### src/logic/nice_pkg.sv
////////////////////////////////////////
// Shared definitions for the near-core row accelerator
// Widths, custom-3 field codes, row geometry and operation encoding
////////////////////////////////////////

`default_nettype none

package nice_pkg;

  // Datapath and bus widths
  localparam int unsigned XLEN = 32;
  localparam int unsigned ADDR_W = 32;

  // Row geometry
  localparam int unsigned ROW_LEN = 3;
  localparam int unsigned ROWBUF_DEPTH = 4;
  localparam int unsigned BEAT_IDX_W = 2;
  localparam int unsigned WORD_BYTES = 4;

  // Memory transfer size code, 2 selects a full word
  localparam logic [1:0] SIZE_WORD = 2'd2;

  // Custom-3 major opcode and function fields
  localparam logic [6:0] OPCODE_CUSTOM3 = 7'b1111011;
  localparam logic [2:0] FUNCT3_BUF = 3'b010;
  localparam logic [2:0] FUNCT3_ROWSUM = 3'b110;
  localparam logic [6:0] FUNCT7_LBUF = 7'b0000001;
  localparam logic [6:0] FUNCT7_SBUF = 7'b0000010;
  localparam logic [6:0] FUNCT7_ROWSUM = 7'b0000110;

  typedef logic [XLEN-1:0] nice_word_t;

  // Operation in progress
  // OP_ILLEGAL lives for the single response cycle of an unknown code
  typedef enum logic [2:0] {
    OP_IDLE    = 3'd0,
    OP_LBUF    = 3'd1,
    OP_SBUF    = 3'd2,
    OP_ROWSUM  = 3'd3,
    OP_ILLEGAL = 3'd4
  } nice_op_e;

endpackage

`default_nettype wire

### src/logic/nice_seq_ctrl.sv
////////////////////////////////////////
// Instruction sequencer
// Decodes custom-3 requests, runs the operation FSM,
// counts memory beats and drives the CPU response
////////////////////////////////////////

`timescale 1ns/1ps
`default_nettype none

module nice_seq_ctrl import nice_pkg::*; (
  input  logic                  nice_clk,
  input  logic                  nice_rst_n,
  input  logic                  req_valid,
  input  nice_word_t            req_inst,
  input  logic                  rsp_ready,
  input  logic                  icb_rsp_valid,
  input  logic                  icb_rsp_err,
  input  nice_word_t            sum,
  output logic                  req_ready,
  output logic                  rsp_valid,
  output nice_word_t            rsp_rdat,
  output logic                  rsp_err,
  output nice_op_e              op,
  output logic                  start,
  output logic [BEAT_IDX_W-1:0] beat_idx,
  output logic                  mem_holdup
);

  logic [6:0] opcode;
  logic [2:0] funct3;
  logic [6:0] funct7;
  nice_op_e   dec_op;
  logic       req_hs;
  logic       rsp_hs;
  logic       mem_op;
  logic       last_seen;
  logic       icb_beat;
  logic       err_q;

  ////////////////////////////////////////
  // Decode
  ////////////////////////////////////////

  // R-type fields
  assign opcode = req_inst[6:0];
  assign funct3 = req_inst[14:12];
  assign funct7 = req_inst[31:25];

  // Anything not matching a row instruction is answered as illegal
  always_comb
  begin
    dec_op = OP_ILLEGAL;
    if (opcode == OPCODE_CUSTOM3)
    begin
      if ((funct3 == FUNCT3_BUF) && (funct7 == FUNCT7_LBUF))
        dec_op = OP_LBUF;
      else if ((funct3 == FUNCT3_BUF) && (funct7 == FUNCT7_SBUF))
        dec_op = OP_SBUF;
      else if ((funct3 == FUNCT3_ROWSUM) && (funct7 == FUNCT7_ROWSUM))
        dec_op = OP_ROWSUM;
    end
  end

  ////////////////////////////////////////
  // Handshakes and status
  ////////////////////////////////////////

  // Only one instruction in flight, accept when idle
  assign req_ready = (op == OP_IDLE);
  assign req_hs    = req_valid & req_ready;
  assign start     = req_hs;

  assign mem_op     = (op == OP_LBUF) | (op == OP_SBUF) | (op == OP_ROWSUM);
  assign mem_holdup = mem_op;

  // All beats of the row are back
  assign last_seen = (beat_idx == BEAT_IDX_W'(ROW_LEN));
  assign icb_beat  = mem_op & icb_rsp_valid & ~last_seen;

  // Response the cycle after the last beat, or straight away for illegal
  assign rsp_valid = (op == OP_ILLEGAL) | (mem_op & last_seen);
  assign rsp_hs    = rsp_valid & rsp_ready;
  assign rsp_rdat  = (op == OP_ROWSUM) ? sum : '0;
  assign rsp_err   = err_q | (op == OP_ILLEGAL);

  ////////////////////////////////////////
  // Operation FSM
  ////////////////////////////////////////

  always_ff @(posedge nice_clk or negedge nice_rst_n)
  begin
    if (!nice_rst_n)
      op <= OP_IDLE;
    else if (req_hs)
      op <= dec_op;
    else if (rsp_hs)
      op <= OP_IDLE;
  end

  // Beat counter, saturates at ROW_LEN and holds until the next start
  always_ff @(posedge nice_clk or negedge nice_rst_n)
  begin
    if (!nice_rst_n)
      beat_idx <= '0;
    else if (start)
      beat_idx <= '0;
    else if (icb_beat)
      beat_idx <= beat_idx + 1'b1;
  end

  // Sticky bus error over the row
  always_ff @(posedge nice_clk or negedge nice_rst_n)
  begin
    if (!nice_rst_n)
      err_q <= 1'b0;
    else if (start)
      err_q <= 1'b0;
    else if (icb_beat && icb_rsp_err)
      err_q <= 1'b1;
  end

  // Stalled response keeps its payload until the CPU takes it
  a_rsp_stable: assert property (@(posedge nice_clk) disable iff (!nice_rst_n)
    (rsp_valid && !rsp_ready) |=> (rsp_valid && $stable(rsp_rdat) && $stable(rsp_err)));

  // Memory never returns more beats than were asked for
  a_beat_bound: assert property (@(posedge nice_clk) disable iff (!nice_rst_n)
    (mem_op && icb_rsp_valid) |-> !last_seen);

endmodule

`default_nettype wire

### src/logic/nice_mem_port.sv
////////////////////////////////////////
// Memory command port
// Issues the three word commands of a row with address stepping
////////////////////////////////////////

`timescale 1ns/1ps
`default_nettype none

module nice_mem_port import nice_pkg::*; (
  input  logic                  nice_clk,
  input  logic                  nice_rst_n,
  input  nice_op_e              op,
  input  logic                  start,
  input  nice_word_t            req_rs1,
  input  logic                  icb_cmd_ready,
  input  nice_word_t            rd_data,
  output logic                  icb_cmd_valid,
  output logic [ADDR_W-1:0]     icb_cmd_addr,
  output logic                  icb_cmd_read,
  output nice_word_t            icb_cmd_wdata,
  output logic [1:0]            icb_cmd_size,
  output logic [BEAT_IDX_W-1:0] rd_idx
);

  logic [ADDR_W-1:0]     addr_q;
  logic [BEAT_IDX_W-1:0] issue_cnt;
  logic                  mem_op;
  logic                  issue_done;
  logic                  cmd_hs;

  assign mem_op     = (op == OP_LBUF) | (op == OP_SBUF) | (op == OP_ROWSUM);
  assign issue_done = (issue_cnt == BEAT_IDX_W'(ROW_LEN));
  assign cmd_hs     = icb_cmd_valid & icb_cmd_ready;

  ////////////////////////////////////////
  // Command fields
  ////////////////////////////////////////

  // First command the cycle after start, since op turns over then
  assign icb_cmd_valid = mem_op & ~issue_done;
  assign icb_cmd_addr  = addr_q;
  // Only sbuf writes
  assign icb_cmd_read  = (op != OP_SBUF);
  assign icb_cmd_wdata = (op == OP_SBUF) ? rd_data : '0;
  assign icb_cmd_size  = SIZE_WORD;

  // Row buffer entry k goes out with command k
  assign rd_idx = issue_cnt;

  ////////////////////////////////////////
  // Address and issue count
  ////////////////////////////////////////

  // Base from rs1 at start, one word further per accepted command
  always_ff @(posedge nice_clk or negedge nice_rst_n)
  begin
    if (!nice_rst_n)
      addr_q <= '0;
    else if (start)
      addr_q <= ADDR_W'(req_rs1);
    else if (cmd_hs)
      addr_q <= addr_q + ADDR_W'(WORD_BYTES);
  end

  // Stops at ROW_LEN and so closes cmd_valid
  always_ff @(posedge nice_clk or negedge nice_rst_n)
  begin
    if (!nice_rst_n)
      issue_cnt <= '0;
    else if (start)
      issue_cnt <= '0;
    else if (cmd_hs)
      issue_cnt <= issue_cnt + 1'b1;
  end

  // Stalled command holds all its fields, row buffer included
  a_cmd_hold: assert property (@(posedge nice_clk) disable iff (!nice_rst_n)
    (icb_cmd_valid && !icb_cmd_ready) |=>
      (icb_cmd_valid && $stable(icb_cmd_addr) && $stable(icb_cmd_read) &&
       $stable(icb_cmd_wdata)));

endmodule

`default_nettype wire

### src/logic/nice_row_buf.sv
////////////////////////////////////////
// Four-entry row buffer
// Filled by lbuf responses, read by sbuf commands
////////////////////////////////////////

`timescale 1ns/1ps
`default_nettype none

module nice_row_buf import nice_pkg::*; (
  input  logic                  nice_clk,
  input  logic                  nice_rst_n,
  input  nice_op_e              op,
  input  logic                  icb_rsp_valid,
  input  nice_word_t            icb_rsp_rdata,
  input  logic [BEAT_IDX_W-1:0] beat_idx,
  input  logic [BEAT_IDX_W-1:0] rd_idx,
  output nice_word_t            rd_data
);

  nice_word_t rows [ROWBUF_DEPTH];
  logic       wr_en;

  // Each lbuf beat lands at the current beat index
  assign wr_en = (op == OP_LBUF) & icb_rsp_valid;

  // sbuf before any lbuf sees zeros
  always_ff @(posedge nice_clk or negedge nice_rst_n)
  begin
    if (!nice_rst_n)
    begin
      for (int i = 0; i < ROWBUF_DEPTH; i++)
        rows[i] <= '0;
    end
    else if (wr_en)
    begin
      rows[beat_idx] <= icb_rsp_rdata;
    end
  end

  // Combinational read path to the command port
  assign rd_data = rows[rd_idx];

  // Write index from the beat counter stays inside the row
  a_wr_idx: assert property (@(posedge nice_clk) disable iff (!nice_rst_n)
    wr_en |-> (beat_idx < BEAT_IDX_W'(ROW_LEN)));

endmodule

`default_nettype wire

### src/logic/nice_row_accum.sv
////////////////////////////////////////
// Row sum accumulator
// Adds each rowsum response word into a registered total
////////////////////////////////////////

`timescale 1ns/1ps
`default_nettype none

module nice_row_accum import nice_pkg::*; (
  input  logic       nice_clk,
  input  logic       nice_rst_n,
  input  nice_op_e   op,
  input  logic       start,
  input  logic       icb_rsp_valid,
  input  nice_word_t icb_rsp_rdata,
  output nice_word_t sum
);

  nice_word_t acc_q;
  logic       acc_en;

  // Only rowsum beats count toward the total
  assign acc_en = (op == OP_ROWSUM) & icb_rsp_valid;

  // Cleared on every accepted instruction
  // Wraps modulo 2^32, matching rdat
  always_ff @(posedge nice_clk or negedge nice_rst_n)
  begin
    if (!nice_rst_n)
      acc_q <= '0;
    else if (start)
      acc_q <= '0;
    else if (acc_en)
      acc_q <= acc_q + icb_rsp_rdata;
  end

  // Registered result, final once the last beat is in
  assign sum = acc_q;

endmodule

`default_nettype wire

### src/logic/nice_core_top.sv
////////////////////////////////////////
// Near-core accelerator top level
// Joins sequencer, memory port, row buffer and row accumulator
////////////////////////////////////////

`timescale 1ns/1ps
`default_nettype none

module nice_core_top import nice_pkg::*; (
  input  logic              nice_clk,
  input  logic              nice_rst_n,
  output logic              nice_mem_holdup,
  // CPU request channel
  input  logic              nice_req_valid,
  output logic              nice_req_ready,
  input  nice_word_t        nice_req_inst,
  input  nice_word_t        nice_req_rs1,
  input  nice_word_t        nice_req_rs2,
  // CPU response channel
  output logic              nice_rsp_valid,
  input  logic              nice_rsp_ready,
  output nice_word_t        nice_rsp_rdat,
  output logic              nice_rsp_err,
  // Memory command channel
  output logic              nice_icb_cmd_valid,
  input  logic              nice_icb_cmd_ready,
  output logic [ADDR_W-1:0] nice_icb_cmd_addr,
  output logic              nice_icb_cmd_read,
  output nice_word_t        nice_icb_cmd_wdata,
  output logic [1:0]        nice_icb_cmd_size,
  // Memory response channel
  input  logic              nice_icb_rsp_valid,
  output logic              nice_icb_rsp_ready,
  input  nice_word_t        nice_icb_rsp_rdata,
  input  logic              nice_icb_rsp_err
);

  nice_op_e               op;
  logic                   start;
  logic [BEAT_IDX_W-1:0]  beat_idx;
  logic [BEAT_IDX_W-1:0]  rd_idx;
  nice_word_t             rd_data;
  nice_word_t             sum;

  // Responses are always taken, no buffering needed on this side
  assign nice_icb_rsp_ready = 1'b1;

  // rs2 carries no operand for the three row instructions

  nice_seq_ctrl u_seq_ctrl (
    .nice_clk      (nice_clk),
    .nice_rst_n    (nice_rst_n),
    .req_valid     (nice_req_valid),
    .req_inst      (nice_req_inst),
    .rsp_ready     (nice_rsp_ready),
    .icb_rsp_valid (nice_icb_rsp_valid),
    .icb_rsp_err   (nice_icb_rsp_err),
    .sum           (sum),
    .req_ready     (nice_req_ready),
    .rsp_valid     (nice_rsp_valid),
    .rsp_rdat      (nice_rsp_rdat),
    .rsp_err       (nice_rsp_err),
    .op            (op),
    .start         (start),
    .beat_idx      (beat_idx),
    .mem_holdup    (nice_mem_holdup)
  );

  nice_mem_port u_mem_port (
    .nice_clk      (nice_clk),
    .nice_rst_n    (nice_rst_n),
    .op            (op),
    .start         (start),
    .req_rs1       (nice_req_rs1),
    .icb_cmd_ready (nice_icb_cmd_ready),
    .rd_data       (rd_data),
    .icb_cmd_valid (nice_icb_cmd_valid),
    .icb_cmd_addr  (nice_icb_cmd_addr),
    .icb_cmd_read  (nice_icb_cmd_read),
    .icb_cmd_wdata (nice_icb_cmd_wdata),
    .icb_cmd_size  (nice_icb_cmd_size),
    .rd_idx        (rd_idx)
  );

  nice_row_buf u_row_buf (
    .nice_clk      (nice_clk),
    .nice_rst_n    (nice_rst_n),
    .op            (op),
    .icb_rsp_valid (nice_icb_rsp_valid),
    .icb_rsp_rdata (nice_icb_rsp_rdata),
    .beat_idx      (beat_idx),
    .rd_idx        (rd_idx),
    .rd_data       (rd_data)
  );

  nice_row_accum u_row_accum (
    .nice_clk      (nice_clk),
    .nice_rst_n    (nice_rst_n),
    .op            (op),
    .start         (start),
    .icb_rsp_valid (nice_icb_rsp_valid),
    .icb_rsp_rdata (nice_icb_rsp_rdata),
    .sum           (sum)
  );

endmodule

`default_nettype wire

### config.mk
export PLATFORM = sky130hd
export DESIGN_NAME = nice_core_top
export DESIGN_NICKNAME = d
export VERILOG_FILES = /design/src/logic/nice_pkg.sv /design/src/logic/nice_seq_ctrl.sv /design/src/logic/nice_mem_port.sv /design/src/logic/nice_row_buf.sv /design/src/logic/nice_row_accum.sv /design/src/logic/nice_core_top.sv
export SDC_FILE = /design/constraint.sdc
export NUM_CORES = 1
export LEC_CHECK = 0
export ABC_AREA = 1
export BUFFER_PORTS_ARGS = -buffer_cell sky130_fd_sc_hd__clkbuf_2
export CAP_MARGIN = 15
export CORE_MARGIN = 4
export CORE_UTILIZATION = 56
export DETAILED_ROUTE_END_ITERATION = 6
export GPL_ROUTABILITY_DRIVEN = 0
export PLACE_DENSITY_LB_ADDON = 0.15
export SYNTH_ARGS = -nofsm -noshare
export SYNTH_HDL_FRONTEND = slang
export SYNTH_SLANG_ARGS = --single-unit
### constraint.sdc
create_clock -name nice_clk -period 2.4 [get_ports nice_clk]
set_clock_uncertainty 0.05 [all_clocks]
set_input_delay 0.48 -clock nice_clk [delete_from_list [all_inputs] [get_ports nice_clk]]
set_output_delay 0.48 -clock nice_clk [all_outputs]
set_load 0.005 [all_outputs]
# Word-level counts from Yosys, hierarchy flattened
# Cells that the tools add are included.
dict set report totals {
  ff_bits 200
  in_bits 135
  wordCells 82
}
dict set report op_classes {
  n_addsub 4
  order_cmp 3
  eq_ne 13
  n_mux 24
  bitwise 17
  reduce_logical 11
}
# op n
set op_table {}
lappend op_table {{$mux 32} 9}
lappend op_table {{$bwmux 128} 1}
lappend op_table {{$bmux 32 s2} 1}
lappend op_table {{$demux 32 s2} 1}
lappend op_table {{$add 32x3->32 const B} 1}
lappend op_table {{$add 32x32->32} 1}
lappend op_table {{$mux 3} 6}
lappend op_table {{$reduce_bool 2->1} 5}
lappend op_table {{$and 1x1->1} 9}
lappend op_table {{$eq 3x2->1 const B} 3}
lappend op_table {{$mux 2} 4}
lappend op_table {{$eq 7x1->1 const B} 1}
lappend op_table {{$eq 7x2->1 const B} 1}
lappend op_table {{$eq 7x3->1 const B} 1}
lappend op_table {{$eq 7x7->1 const B} 1}
lappend op_table {{$eq 3x3->1 const B} 2}
lappend op_table {{$ge 3x3->1 const B} 2}
lappend op_table {{$not 2->3} 2}
lappend op_table {{$logic_and 1x1->1} 5}
lappend op_table {{$add 2x1->2 const B} 2}
lappend op_table {{$eq 2x2->1 const B} 2}
lappend op_table {{$or 1x1->1} 4}
lappend op_table {{$eq 3x1->1 const B} 1}
lappend op_table {{$logic_not 3->1} 1}
lappend op_table {{other kinds (4)} 6}

# Logic depth before layout (Yosys ltp)
# Gate-level depths: netlist of run 1.
dict set report depth {
  word_depth 8
  mapped_depth 13
  depth_no_buf 13
}

# Cells and area by module
# A second synthesis of run 1 with hierarchy kept.
dict set report unflattened {
  hier_cells 2026
  hier_area_um2 13401.6
}
# module instances cells_each area_each_um2
set modules_own_cells {}
lappend modules_own_cells {nice_row_buf 1 823 6458.7}
lappend modules_own_cells {nice_row_accum 1 629 3554.7}
lappend modules_own_cells {nice_mem_port 1 433 2668.8}
lappend modules_own_cells {nice_seq_ctrl 1 139 708.2}
lappend modules_own_cells {nice_core_top 1 2 11.3}

# Least setup slack after synthesis of run 1
# Ideal clock, no wire load.
dict set report synth_path {
  path_type {input -> register}
  start {input port nice_icb_rsp_rdata[0]}
  end {register u_row_accum.acc_q[8], in the netlist u_row_accum.sum[8]}
  setup_ns 0.126
  arrival_time_ns 1.860
  required_time_ns 2.224
  slack_ns 0.364
  cell_stages 9
  n_path_buf 0
  cell_sequence {ha_1 fa_1 nand3_1 nand3_1 nand2_1 nand2_1 or2_2 nand3_1 o21ai_0}
}
dict set report synth_via {
  elab_chain_len 3
}
# item line_no
set synth_rtl {}
lappend synth_rtl {{start: declaration} nice_core_top.sv:34} ;# input nice_word_t nice_icb_rsp_rdata,
lappend synth_rtl {{$add 32x32->32} nice_row_accum.sv:34} ;# acc_q <= acc_q + icb_rsp_rdata;
lappend synth_rtl {{$mux 32} nice_row_accum.sv:33} ;# else if (acc_en)
lappend synth_rtl {{$mux 32} nice_row_accum.sv:31} ;# else if (start)
lappend synth_rtl {{end signal: assignment} nice_row_accum.sv:34}
lappend synth_rtl {{end: declaration} nice_row_accum.sv:19} ;# nice_word_t acc_q;
# No other way between the ends. The select of a mux whose other input is x is not followed.
# A chain may end at the register's enable or synchronous reset.

# Worst setup path after layout of run 1
dict set report layout_path {
  start {register u_mem_port.issue_cnt[0], in the netlist u_mem_port.rd_idx[0]}
  end {output port nice_icb_cmd_valid}
}
dict set report layout_via {
  elab_chain_len 3
}
# item line_no
set layout_rtl {}
lappend layout_rtl {{start: declaration} nice_mem_port.sv:26} ;# logic [BEAT_IDX_W-1:0] issue_cnt;
lappend layout_rtl {{start signal: assignment} nice_mem_port.sv:73} ;# issue_cnt <= issue_cnt + 1'b1;
lappend layout_rtl {{$eq 2x2->1} nice_mem_port.sv:32} ;# assign issue_done = (issue_cnt == BEAT_IDX_W'(ROW_LEN));
lappend layout_rtl {{$not 1->1} nice_mem_port.sv:40} ;# assign icb_cmd_valid = mem_op & ~issue_done;
lappend layout_rtl {{$and 1x1->1} nice_mem_port.sv:40}
lappend layout_rtl {{end: declaration} nice_core_top.sv:25} ;# output logic nice_icb_cmd_valid,
# No other way between the ends.

==> metrics.md, run 1 <==
| Metric | Value |
|---|---|
| Outcome | finished with violations |
| Failing checks | setup timing |
| Req. time, crit path | 1.87 ns |
| Die width | between 150 and 200 um |
| Seq/Total Area, Yosys | 0.409 |
| Synth Cell Area | approximately 0.012 sq mm |
| Min-Delay Path Class | input pin to register |
| Filler cell count | 1,866 |
| DRC | 0 |
| Setup Viol. Count Final | 1 |
| CP Max Fanout | 17 |
| # IOs | 240 |
| Fin. max-slew vios | 0 |
| Crit end category | primary output |
| Crit Path Class | register to primary output |
| Top cells by count, synth | nand2_1, nor2_1, o21ai_0 |
| Fin crit share | 1.00 |
| Worst-path clk slew | 0.08 ns |
| Layout net count | 2,133 |
| CP arrival | 1.88 ns |
| Clock Sink Count | 200 |
| Final setup margin | -0.0107 ns |
| Cells after Synth | 1,788 |
| Most common cell in the synthesized netlist | nand2_1 |
| Antenna cells | 0 |
| Htree depth | 4 |
| Die outline area | approximately 0.024 sq mm |
| Post-Route WL | 34.6 mm |
| Netlist cell types | 42 |
| Grt total ovfl | 0 |
| Yosys warns | 0 |
| Max Cap Viol | 0 |
| FF/Latch Area | 0.00501 sq mm |
| IO Port Bufs | 189 |
| Peak VDD IR | 0.462 mV |
| Clk_lat worst skew | ~0.45 ns |
| Avg Cell Area, Syn | 6.85 sq um |
| Row count | 53 |
| Final Total Pwr | 7270 uW |
| Root Driver | clkbuf_16 |
| 1st-pass router iterations | 5 |
| Fin crit period | 2.41 ns |
| Post-synth EDFFs | 0 |
| Reg-to-reg critical path startpoint | u_mem_port.rd_idx[0] |
| Num CTS Buffers | 17 |
| RSZ-0062 raised after global routing | yes |
| Startpoint Class | register |
| Top cells by area, synth | dfrtp_1, nand2_1, o21ai_0 |
| P_leak | between 0.007 and 0.008 uW |
| Initial antenna violation count | 0 |
| Layout cells sized above 1 | 0.152 |
| Fmax | 0.415 GHz |
| First-pass GRT wire length | 55.8 mm |
| Critical Path Start | u_mem_port.rd_idx[0] |
| Via count | about 12k |
| Core ar. | 0.0213 sq mm |
| Chip height | 156 um |
| Post-DRT Antenna Nets | 0 |
| Synthesis-to-finish area growth | 17.6% |
| Worst hold start | nice_req_rs1[0] |
| Largest net degree at the start of global routing | 65 |
| Initial DRC Count | 858 |
| Yosys top cell area share | 0.409 |
| Tightest Pin Transition | 0.551 ns |
| Total GRT Usage | 0.281 |
| Hpwl dp | about 24 mm |
| WL/cell | 15.4 um |
| Slew HR | 0.632 |
| Max Buffers Root-to-Sink | 2 |
| Multi-input gate area | 0.00606 sq mm |
| Top_reg_cell synth | dfrtp_1 |
| Post-DR vias/cell | 5.38 |
| Pre-CTS WS | 0.0113 ns |
| #FFs+latches synth | 200 |
| Final hold viol count | 0 |
| Initial core utilization | 0.575 |
| Number of global-route vias before repair | between 10k and 15k |
| Cell Pwr Density | 505 mW/mm^2 |
| Cell accounting for the most synthesized area | dfrtp_1 |
| FFs w/ async S/R, synth | 1.00 |
| TritonCTS clock tree | done |
## layer usage
layer  share of wire  track usage  vias up
met5               0            0        -
met4           0.018       0.0830        0
met3           0.063       0.0352       54
met2            0.48        0.477      411
met1            0.44        0.381     5606
li1                -            -     6015
## cells in the final DEF, fill, tap and decap left out, types with 5 or more instances in the layout
cell type  count
clkbuf_2     185
buf_12        14
clkbuf_16     22
nor2_4         5
nor2_1       254
o21ai_0      238
nand3_1       76
o22ai_1        7
nand3_2        6
nand4_1       10
dfrtp_1      199
clkinv_8       6
inv_1        225
a21oi_1       65
ha_1          37
buf_4         16
xnor2_1        5
nand2_1      493
o21ai_1        9
a21oi_2        5
or2_2          6
nand3b_1       8
xor2_1         7
a211oi_1       5
nor3_1        17
## where the power goes
group	total (uW)	leakage, uW	switching, uW	internal [uW]
clock network	3010	0.000301	1500	1520
logic	832	0.00477	554	278
registers	3420	0.00264	25.1	3400
## flip-flops by register name (all words and copies together) (netlist names)
| signal | flops |
|---|---|
| u_row_accum.sum | 32 |
| u_mem_port.rd_idx | 2 |
| u_seq_ctrl.beat_idx | 2 |
| u_seq_ctrl.err_q | 1 |
| u_seq_ctrl.op | 3 |
| u_mem_port.icb_cmd_addr | 32 |
| u_row_buf.rows | 128 |
## path summary, 6_finish.rpt
kind | endpoint | slack (ns) | cells past startpoint
max reg2reg | u_mem_port.icb_cmd_addr[15] | 0.15 | 9
min in group asynchronous | u_mem_port.icb_cmd_addr[30] | 0.51 | 2
max | nice_icb_cmd_valid | -0.01 | 5
min | u_mem_port.icb_cmd_addr[0] | 0.18 | 3
max in group asynchronous | u_row_buf.rows[16] | 1.12 | 3
min reg2reg | u_row_buf.rows[19] | 0.43 | 2
## worst max-delay path, cell delays in order (launching register included)
cell	delay [ns]
dfrtp_4	0.49
buf_4	0.18
clkbuf_16	0.18
ha_1	0.24
nor2_4	0.19
clkbuf_2	0.15
## metrics by stage
step	instance area, sq um	hold WS, ns	utilization	std cells	setup TNS (ns)
after floorplan	12200	0.134	-	1789	0
after global placement	13500	0.410	0.636	2208	0
after detailed placement	13500	0.418	0.636	2208	0
after CTS	14200	0.169	0.666	2241	-0.0645
after global routing	14400	0.190	0.677	2248	-0.138
final	14400	0.179	0.677	2248	-0.0107
## area by class of cell
type                       instances  area share
clock buffer                      17      0.0295
clock inverter                    15      0.0138
inverter                         231      0.0612
multi-input combinational       1285       0.420
sequential                       200       0.348
tap                              275      0.0239
timing repair buffer             225       0.103
## logic make-up after synthesis
family,synth area share
compound gates,0.142
simple gates,0.302
flops,0.409
xor+xnor,0.00858
fa+ha+maj,0.0394
other cells,0.000613
buf+inv,0.0986
## timing repair
| item | CTS | global route |
|---|---|---|
| endpoints found under the setup margin | 12 | 28 |
| hold buffers | 1 | 0 |
| buffers inserted | 0 | 2 |
| resized for setup | 2 | 25 |
| pin swaps | 0 | 5 |
| endpoints found under the hold margin | 47 | 0 |
| cloned | 0 | 5 |
Power figures use the tool's default switching activity.
==> run 2, diff against run 1 <==
Settings changed: CORE_ASPECT_RATIO set to 1.4, PLACE_DENSITY set to 0.81, PLACE_DENSITY_LB_ADDON 0.15 to not set.
==> metrics.md, run 2 (synthesis gave the netlist of run 1 again) <==
| Metric | Value |
|---|---|
| Outcome | finished with violations |
| Failing checks | setup timing |
| Most frequent cells in the layout | nand2_1, nor2_1, o21ai_0 |
| Max reg flops | 128 (unchanged) |
| Peak VDD IR | 0.476 mV (+3.2%) |
| Root Driver | clkbuf_16 |
| Critical Path Start | u_mem_port.rd_idx[0] |
| Post-Route WL | 34.6 mm (-0.11%) |
| Max Buffers Root-to-Sink | 2 (unchanged) |
| Non-Filler Instances | 2,269 (+0.93%) |
| Clock Sink Count | 200 (unchanged) |
| Die width | 133 um (-15%) |
| Cell Pwr Density | 517 mW/mm^2 (+2.4%) |
| Initial antenna violation count | 0 (unchanged) |
| Largest Register | u_row_buf.rows |
| Worst-path clk slew | 0.07 ns (about the same) |
| DRC | 0 (unchanged) |
| Fin crit share | 1.00 (-0.00123) |
| Fin crit period | 2.41 ns (-0.00295 ns) |
| First-pass GRT wire length | 57.3 mm (+2.7%) |
| Chip height | 183 um (+17%) |
| P_leak | 0.00771 uW (about the same) |
| Layout net count | 2,139 (+0.28%) |
| Layout cells sized above 1 | 0.155 (+0.00374) |
| Antenna cells | 0 (unchanged) |
| Sw frac | 0.249 (-0.0362) |
| Via count | 12.3k (+2.1%) |
| Req. time, crit path | 1.87 ns (about the same) |
| Cell chain of the critical path | buf_8, buf_12, buf_4, nor2_1, nor2_1, o21ai_0, a21oi_1, clkbuf_2 |
| Tightest Pin Transition | 0.518 ns (-0.0330 ns) |
| Min-Delay Path Class | input pin to register |
| Inst Count DP | 2,231 (+1.0%) |
| Crit end category | primary output |
| Final hold viol count | 0 (unchanged) |
| Clk_lat worst skew | 0.44 ns (about the same) |
| Hpwl dp | 24.9 mm (+2.6%) |
| Post-DRT Antenna Nets | 0 (unchanged) |
| Crit Path Class | register to primary output |
| Most used cell, CP | nor2_1 |
| Startpoint Class | register |
| RSZ-0062 raised after global routing | yes |
| IO Port Bufs | 189 (unchanged) |
| Core ar. | 0.0214 sq mm (+0.35%) |
| Htree depth | 4 (unchanged) |
| Final Total Pwr | 7450 uW (+2.5%) |
| P_int | 5600 uW (+7.7%) |
| Fmax | 0.415 GHz (+0.12%) |
| Row count | 63 (+19%) |
| Post-DR vias/cell | 5.44 (+1.2%) |
| Slew HR | 0.654 (+0.0222) |
| Net Sw Power | 1860 uW (-10%) |
| Total GRT Usage | 0.287 (+0.00557) |
| Final setup margin | -0.00777 ns (+0.00295 ns) |
| Die outline area | 0.0243 sq mm (+0.14%) |
| 1st-pass router iterations | 5 (unchanged) |
| Filler cell count | 1,835 (-1.7%) |
| Worst hold start | nice_req_rs1[1] |
| Max Cap Viol | 0 (unchanged) |
| Commonest non-fill, non-tap cell in the layout | nand2_1 |
| Initial DRC Count | 807 (-5.9%) |
| Clock group share of total power | 0.426 (+0.011) |
| Number of global-route vias before repair | 12.2k (+5.5%) |
| Slowest cell on crit path | dfrtp_2 |
| Synthesis-to-finish area growth | 17.7% (about the same) |
| Num CTS Buffers | 17 (unchanged) |
| Grt total ovfl | 0 (unchanged) |
| Reg-to-reg critical path startpoint | u_row_accum.sum[0] |
| CP arrival | 1.88 ns (about the same) |
| Fin. max-slew vios | 0 (unchanged) |
| WL/cell | 15.3 um (-1.0%) |
| Reg power frac | 0.460 (-0.011) |
| Largest net degree at the start of global routing | 69 (+6.2%) |
| Initial core utilization | 0.573 (-0.00202) |
| Pre-CTS WS | 0.00234 ns (-0.00897 ns) |
| Setup Viol. Count Final | 1 (unchanged) |
| CP Max Fanout | 7 (-10) |
| # IOs | 240 (unchanged) |
| Crit-path max cell delay | 0.51 ns (+0.02 ns) |
| TritonCTS clock tree | done |
| Comb power frac | 0.114 (about the same) |
[run 2: cell count changes in the layout (fill, tap and decap cells not counted), sizes merged]
cell / change
clkbuf: -4
clkinv: -5
bufinv: +4
buf: +13
inv: -4
[run 2: final timing paths]
check	end	slack (ns)	cells after the start
min in group asynchronous	u_mem_port.icb_cmd_addr[7]	0.50	2
hold / removal	u_mem_port.icb_cmd_addr[1]	0.20	3
setup reg to reg	u_row_accum.sum[24]	0.21	12
hold reg to reg	u_mem_port.icb_cmd_addr[1]	0.43	2
max in group asynchronous	u_row_accum.sum[20]	1.11	3
setup / recovery	nice_icb_cmd_wdata[7]	-0.008	8
[run 2: power groups by stage]
stage                     combinational [uW]  sequential [uW]  clock [uW]
after detailed placement                 832             3490           0
after global routing                     962             3430        3360
after CTS                                842             3430        3230
final                                    848             3430        3180
after global placement                   814             3490           0
after floorplan                          499             3480           0
[run 2: repair_timing]
item | in CTS | in global routing
hold buffers | 1 | 0
hold endpoints to repair | 41 | 0
pin swaps | 1 | 11
setup buffers | 1 | 5
gates resized for setup | 4 | 25
cloned | 0 | 1
endpoints found under the setup margin | 23 | 25
[run 2: critical path, delay by kind of cell (launching register included)]
kind                   cells  cell delay, ns
AO/OA/AOI/OAI              2            0.29
buffers and inverters      4            0.53
flip-flops                 1            0.51
AND/OR/NAND/NOR            2            0.10
[run 2: metrics by stage]
step | util | TNS, ns | instance area [sq um] | hold WS [ns]
6_report | 0.675 | -0.00777 | 14400 | 0.198
2_1_floorplan | - | 0 | 12200 | 0.134
3_3_place_gp | 0.637 | 0 | 13600 | 0.398
3_5_place_dp | 0.637 | 0 | 13600 | 0.402
5_1_grt | 0.675 | -0.574 | 14400 | 0.211
4_1_cts | 0.668 | -0.0534 | 14300 | 0.185
[run 2: layout make-up]
type                    instances  area, sq um  share of cell area
multi-input cells            1285         6070               0.421
well taps                     292          365              0.0253
inverters                     231          868              0.0602
clock buffers                  20          457              0.0317
flip-flops and latches        200         5010               0.347
repair buffers                231         1450               0.101
clock inverters                10          191              0.0133
[run 2: routing by layer]
layer	track usage	vias to the layer above	part of all wire
li1	-	6002	-
met1	0.335	5774	0.38
met4	0.153	0	0.050
met5	0	-	0
met3	0.0420	100	0.062
met2	0.509	465	0.51
==> run 3, diff against run 2 <==
--- a/constraint.sdc
+++ b/constraint.sdc
@@ -3,3 +3,3 @@
 set_input_delay 0.48 -clock nice_clk [delete_from_list [all_inputs] [get_ports nice_clk]]
 set_output_delay 0.48 -clock nice_clk [all_outputs]
-set_load 0.005 [all_outputs]
+set_load 0.01 [all_outputs]
==> metrics.md, run 3 (synthesis gave the netlist of run 1 again) <==
| Metric | Value |
|---|---|
| Layout cells sized above 1 | 0.155 (unchanged) |
| # IOs | 240 (unchanged) |
| Pre-CTS WS | -0.00237 ns (-0.00471 ns) |
| Outcome | finished with violations |
| Startpoint Class | register |
| Num CTS Buffers | 17 (unchanged) |
| Design area | 0.0143 sq mm (-0.50%) |
| Req. time, crit path | 1.87 ns (about the same) |
| Min-Delay Path Class | input pin to register |
| Antenna cells | 0 (unchanged) |
| Fin. max-slew vios | 0 (unchanged) |
| Slew HR | 0.658 (+0.00346) |
| Fin crit share | 1.01 (+0.00215) |
| Largest net degree at the start of global routing | 65 (-5.8%) |
| Post-Route WL | 34.2 mm (-1.1%) |
| Initial antenna violation count | 0 (unchanged) |
| Number of global-route vias before repair | 12.0k (-1.5%) |
| Peak VDD IR | 0.506 mV (+6.2%) |
| Clk_lat worst skew | 0.44 ns (about the same) |
| Max Cap Viol | 0 (unchanged) |
| Setup Viol. Count Final | 1 (unchanged) |
| Fmax | 0.414 GHz (-0.21%) |
| Cell Pwr Density | 498 mW/mm^2 (-3.7%) |
| CP Max Fanout | 30 (+23) |
| 1st-pass router iterations | 6 (+1) |
| Post-DRT Antenna Nets | 0 (unchanged) |
| Largest Register | u_row_buf.rows |
| Htree depth | 4 (unchanged) |
| Layout net count | 2,137 (-0.094%) |
| Chip height | 183 um (unchanged) |
| Placed cell areas | 0.0136 sq mm (+0.20%) |
| Hpwl dp | 24.9 mm (+0.19%) |
| Inst Count DP | 2,233 (+0.090%) |
| Max Buffers Root-to-Sink | 2 (unchanged) |
| Fin crit period | 2.41 ns (+0.00517 ns) |
| Worst-path clk slew | 0.07 ns (about the same) |
| Crit Path Class | register to primary output |
| First-pass GRT wire length | 57.0 mm (-0.61%) |
| Synthesis-to-finish area growth | 17.1% |
| Most frequent cells in the layout | nand2_1, nor2_1, o21ai_0 |
| TNS Setup | -0.0129 ns (-0.00517 ns) |
| Core ar. | 0.0214 sq mm (unchanged) |
| Post-DR vias/cell | 5.41 (-0.58%) |
| Die outline area | 0.0243 sq mm (unchanged) |
| TritonCTS clock tree | done |
| Total GRT Usage | 0.284 (-0.00256) |
| RSZ-0062 raised after global routing | yes |
| Final hold viol count | 0 (unchanged) |
| Tightest Pin Transition | 0.514 ns (-0.00459 ns) |
| Non-Filler Instances | 2,269 (unchanged) |
| Root Driver | clkbuf_16 |
| Failing checks | setup timing |
| IO Port Bufs | 189 (unchanged) |
| Clock Sink Count | 200 (unchanged) |
| Row count | 63 (unchanged) |
| Initial core utilization | 0.573 (unchanged) |
| Die width | 133 um (unchanged) |
| Crit end category | primary output |
| P_leak | 0.00767 uW (-0.56%) |
| WL/cell | 15.1 um (-1.1%) |
| CP arrival | 1.88 ns (about the same) |
| Final setup margin | -0.0129 ns (-0.00517 ns) |
| Max reg flops | 128 (unchanged) |
| Commonest non-fill, non-tap cell in the layout | nand2_1 |
| Via count | 12.3k (-0.58%) |
| Grt total ovfl | 0 (unchanged) |
| DRC | 0 (unchanged) |
| Initial DRC Count | 742 (-8.1%) |
run 3: cell count changes in the layout (fill, tap and decap cells not counted), moves of 2 or more:
cell        delta
bufinv_16      -4
inv_6          +2
buf_4          -2
clkinv_4       +2
clkinvlp_4     +2
run 3: timing repair:
item                                    CTS  global route
cloned                                    0             1
pin swaps                                 2             6
endpoints found under the setup margin   24            18
resized for setup                         5            23
hold endpoints to repair                 52             0
hold buffers                              1             0
buffers inserted                          1             1
run 3: metrics by stage:
stage	hold slack [ns]	util	total power, uW
6_report	0.191	0.671	7140
5_1_grt	0.201	0.671	7440
4_1_cts	0.177	0.667	7170
3_5_place_dp	0.415	0.638	4330
3_3_place_gp	0.410	0.638	4310
2_1_floorplan	0.134	-	3980
run 3: final cells by class:
class	count	area [sq um]
Clock inverter	13	133
Timing Repair Buffer	229	1450
Clock buffer	19	453
Sequential cell	200	5010
Tap cell	292	365
Fill cell	1900	7020
Inverter	231	868
Multi-Input combinational cell	1285	6070
run 3: worst max-delay path, cell delays in order (launching register included):
cell and delay (ns):
dfrtp_2 0.51, inv_2 0.15, buf_12 0.18, o21ai_0 0.11
a21oi_1 0.28, buf_2 0.20
run 3: power breakdown:
part | internal (uW) | switching, uW | leakage (uW)
logic | 291 | 559 | 0.00475
clock network | 1520 | 1350 | 0.000281
registers | 3400 | 25.2 | 0.00264
total | 5210 | 1930 | 0.00767
run 3: worst paths after layout:
kind	to	depth (start not counted)	from	slack [ns]
setup / recovery	nice_icb_cmd_wdata[15]	5	u_mem_port.rd_idx[0]	-0.01
hold / removal	u_mem_port.icb_cmd_addr[0]	3	nice_req_rs1[0]	0.19
setup reg to reg	u_mem_port.icb_cmd_addr[21]	10	u_mem_port.rd_idx[0]	0.23
hold reg to reg	u_mem_port.icb_cmd_addr[0]	2	u_mem_port.icb_cmd_addr[0]	0.43
max in group asynchronous	u_row_buf.rows[122]	3	nice_rst_n	1.08
min in group asynchronous	u_mem_port.icb_cmd_addr[0]	2	nice_rst_n	0.53
run 3: routing by layer:
metal	routed length (um)	up-vias	GRT usage
met3	2180	97	0.0373
met1	13300	5691	0.341
met2	17100	488	0.505
met5	0	-	0
li1	-	5994	-
met4	1600	0	0.136
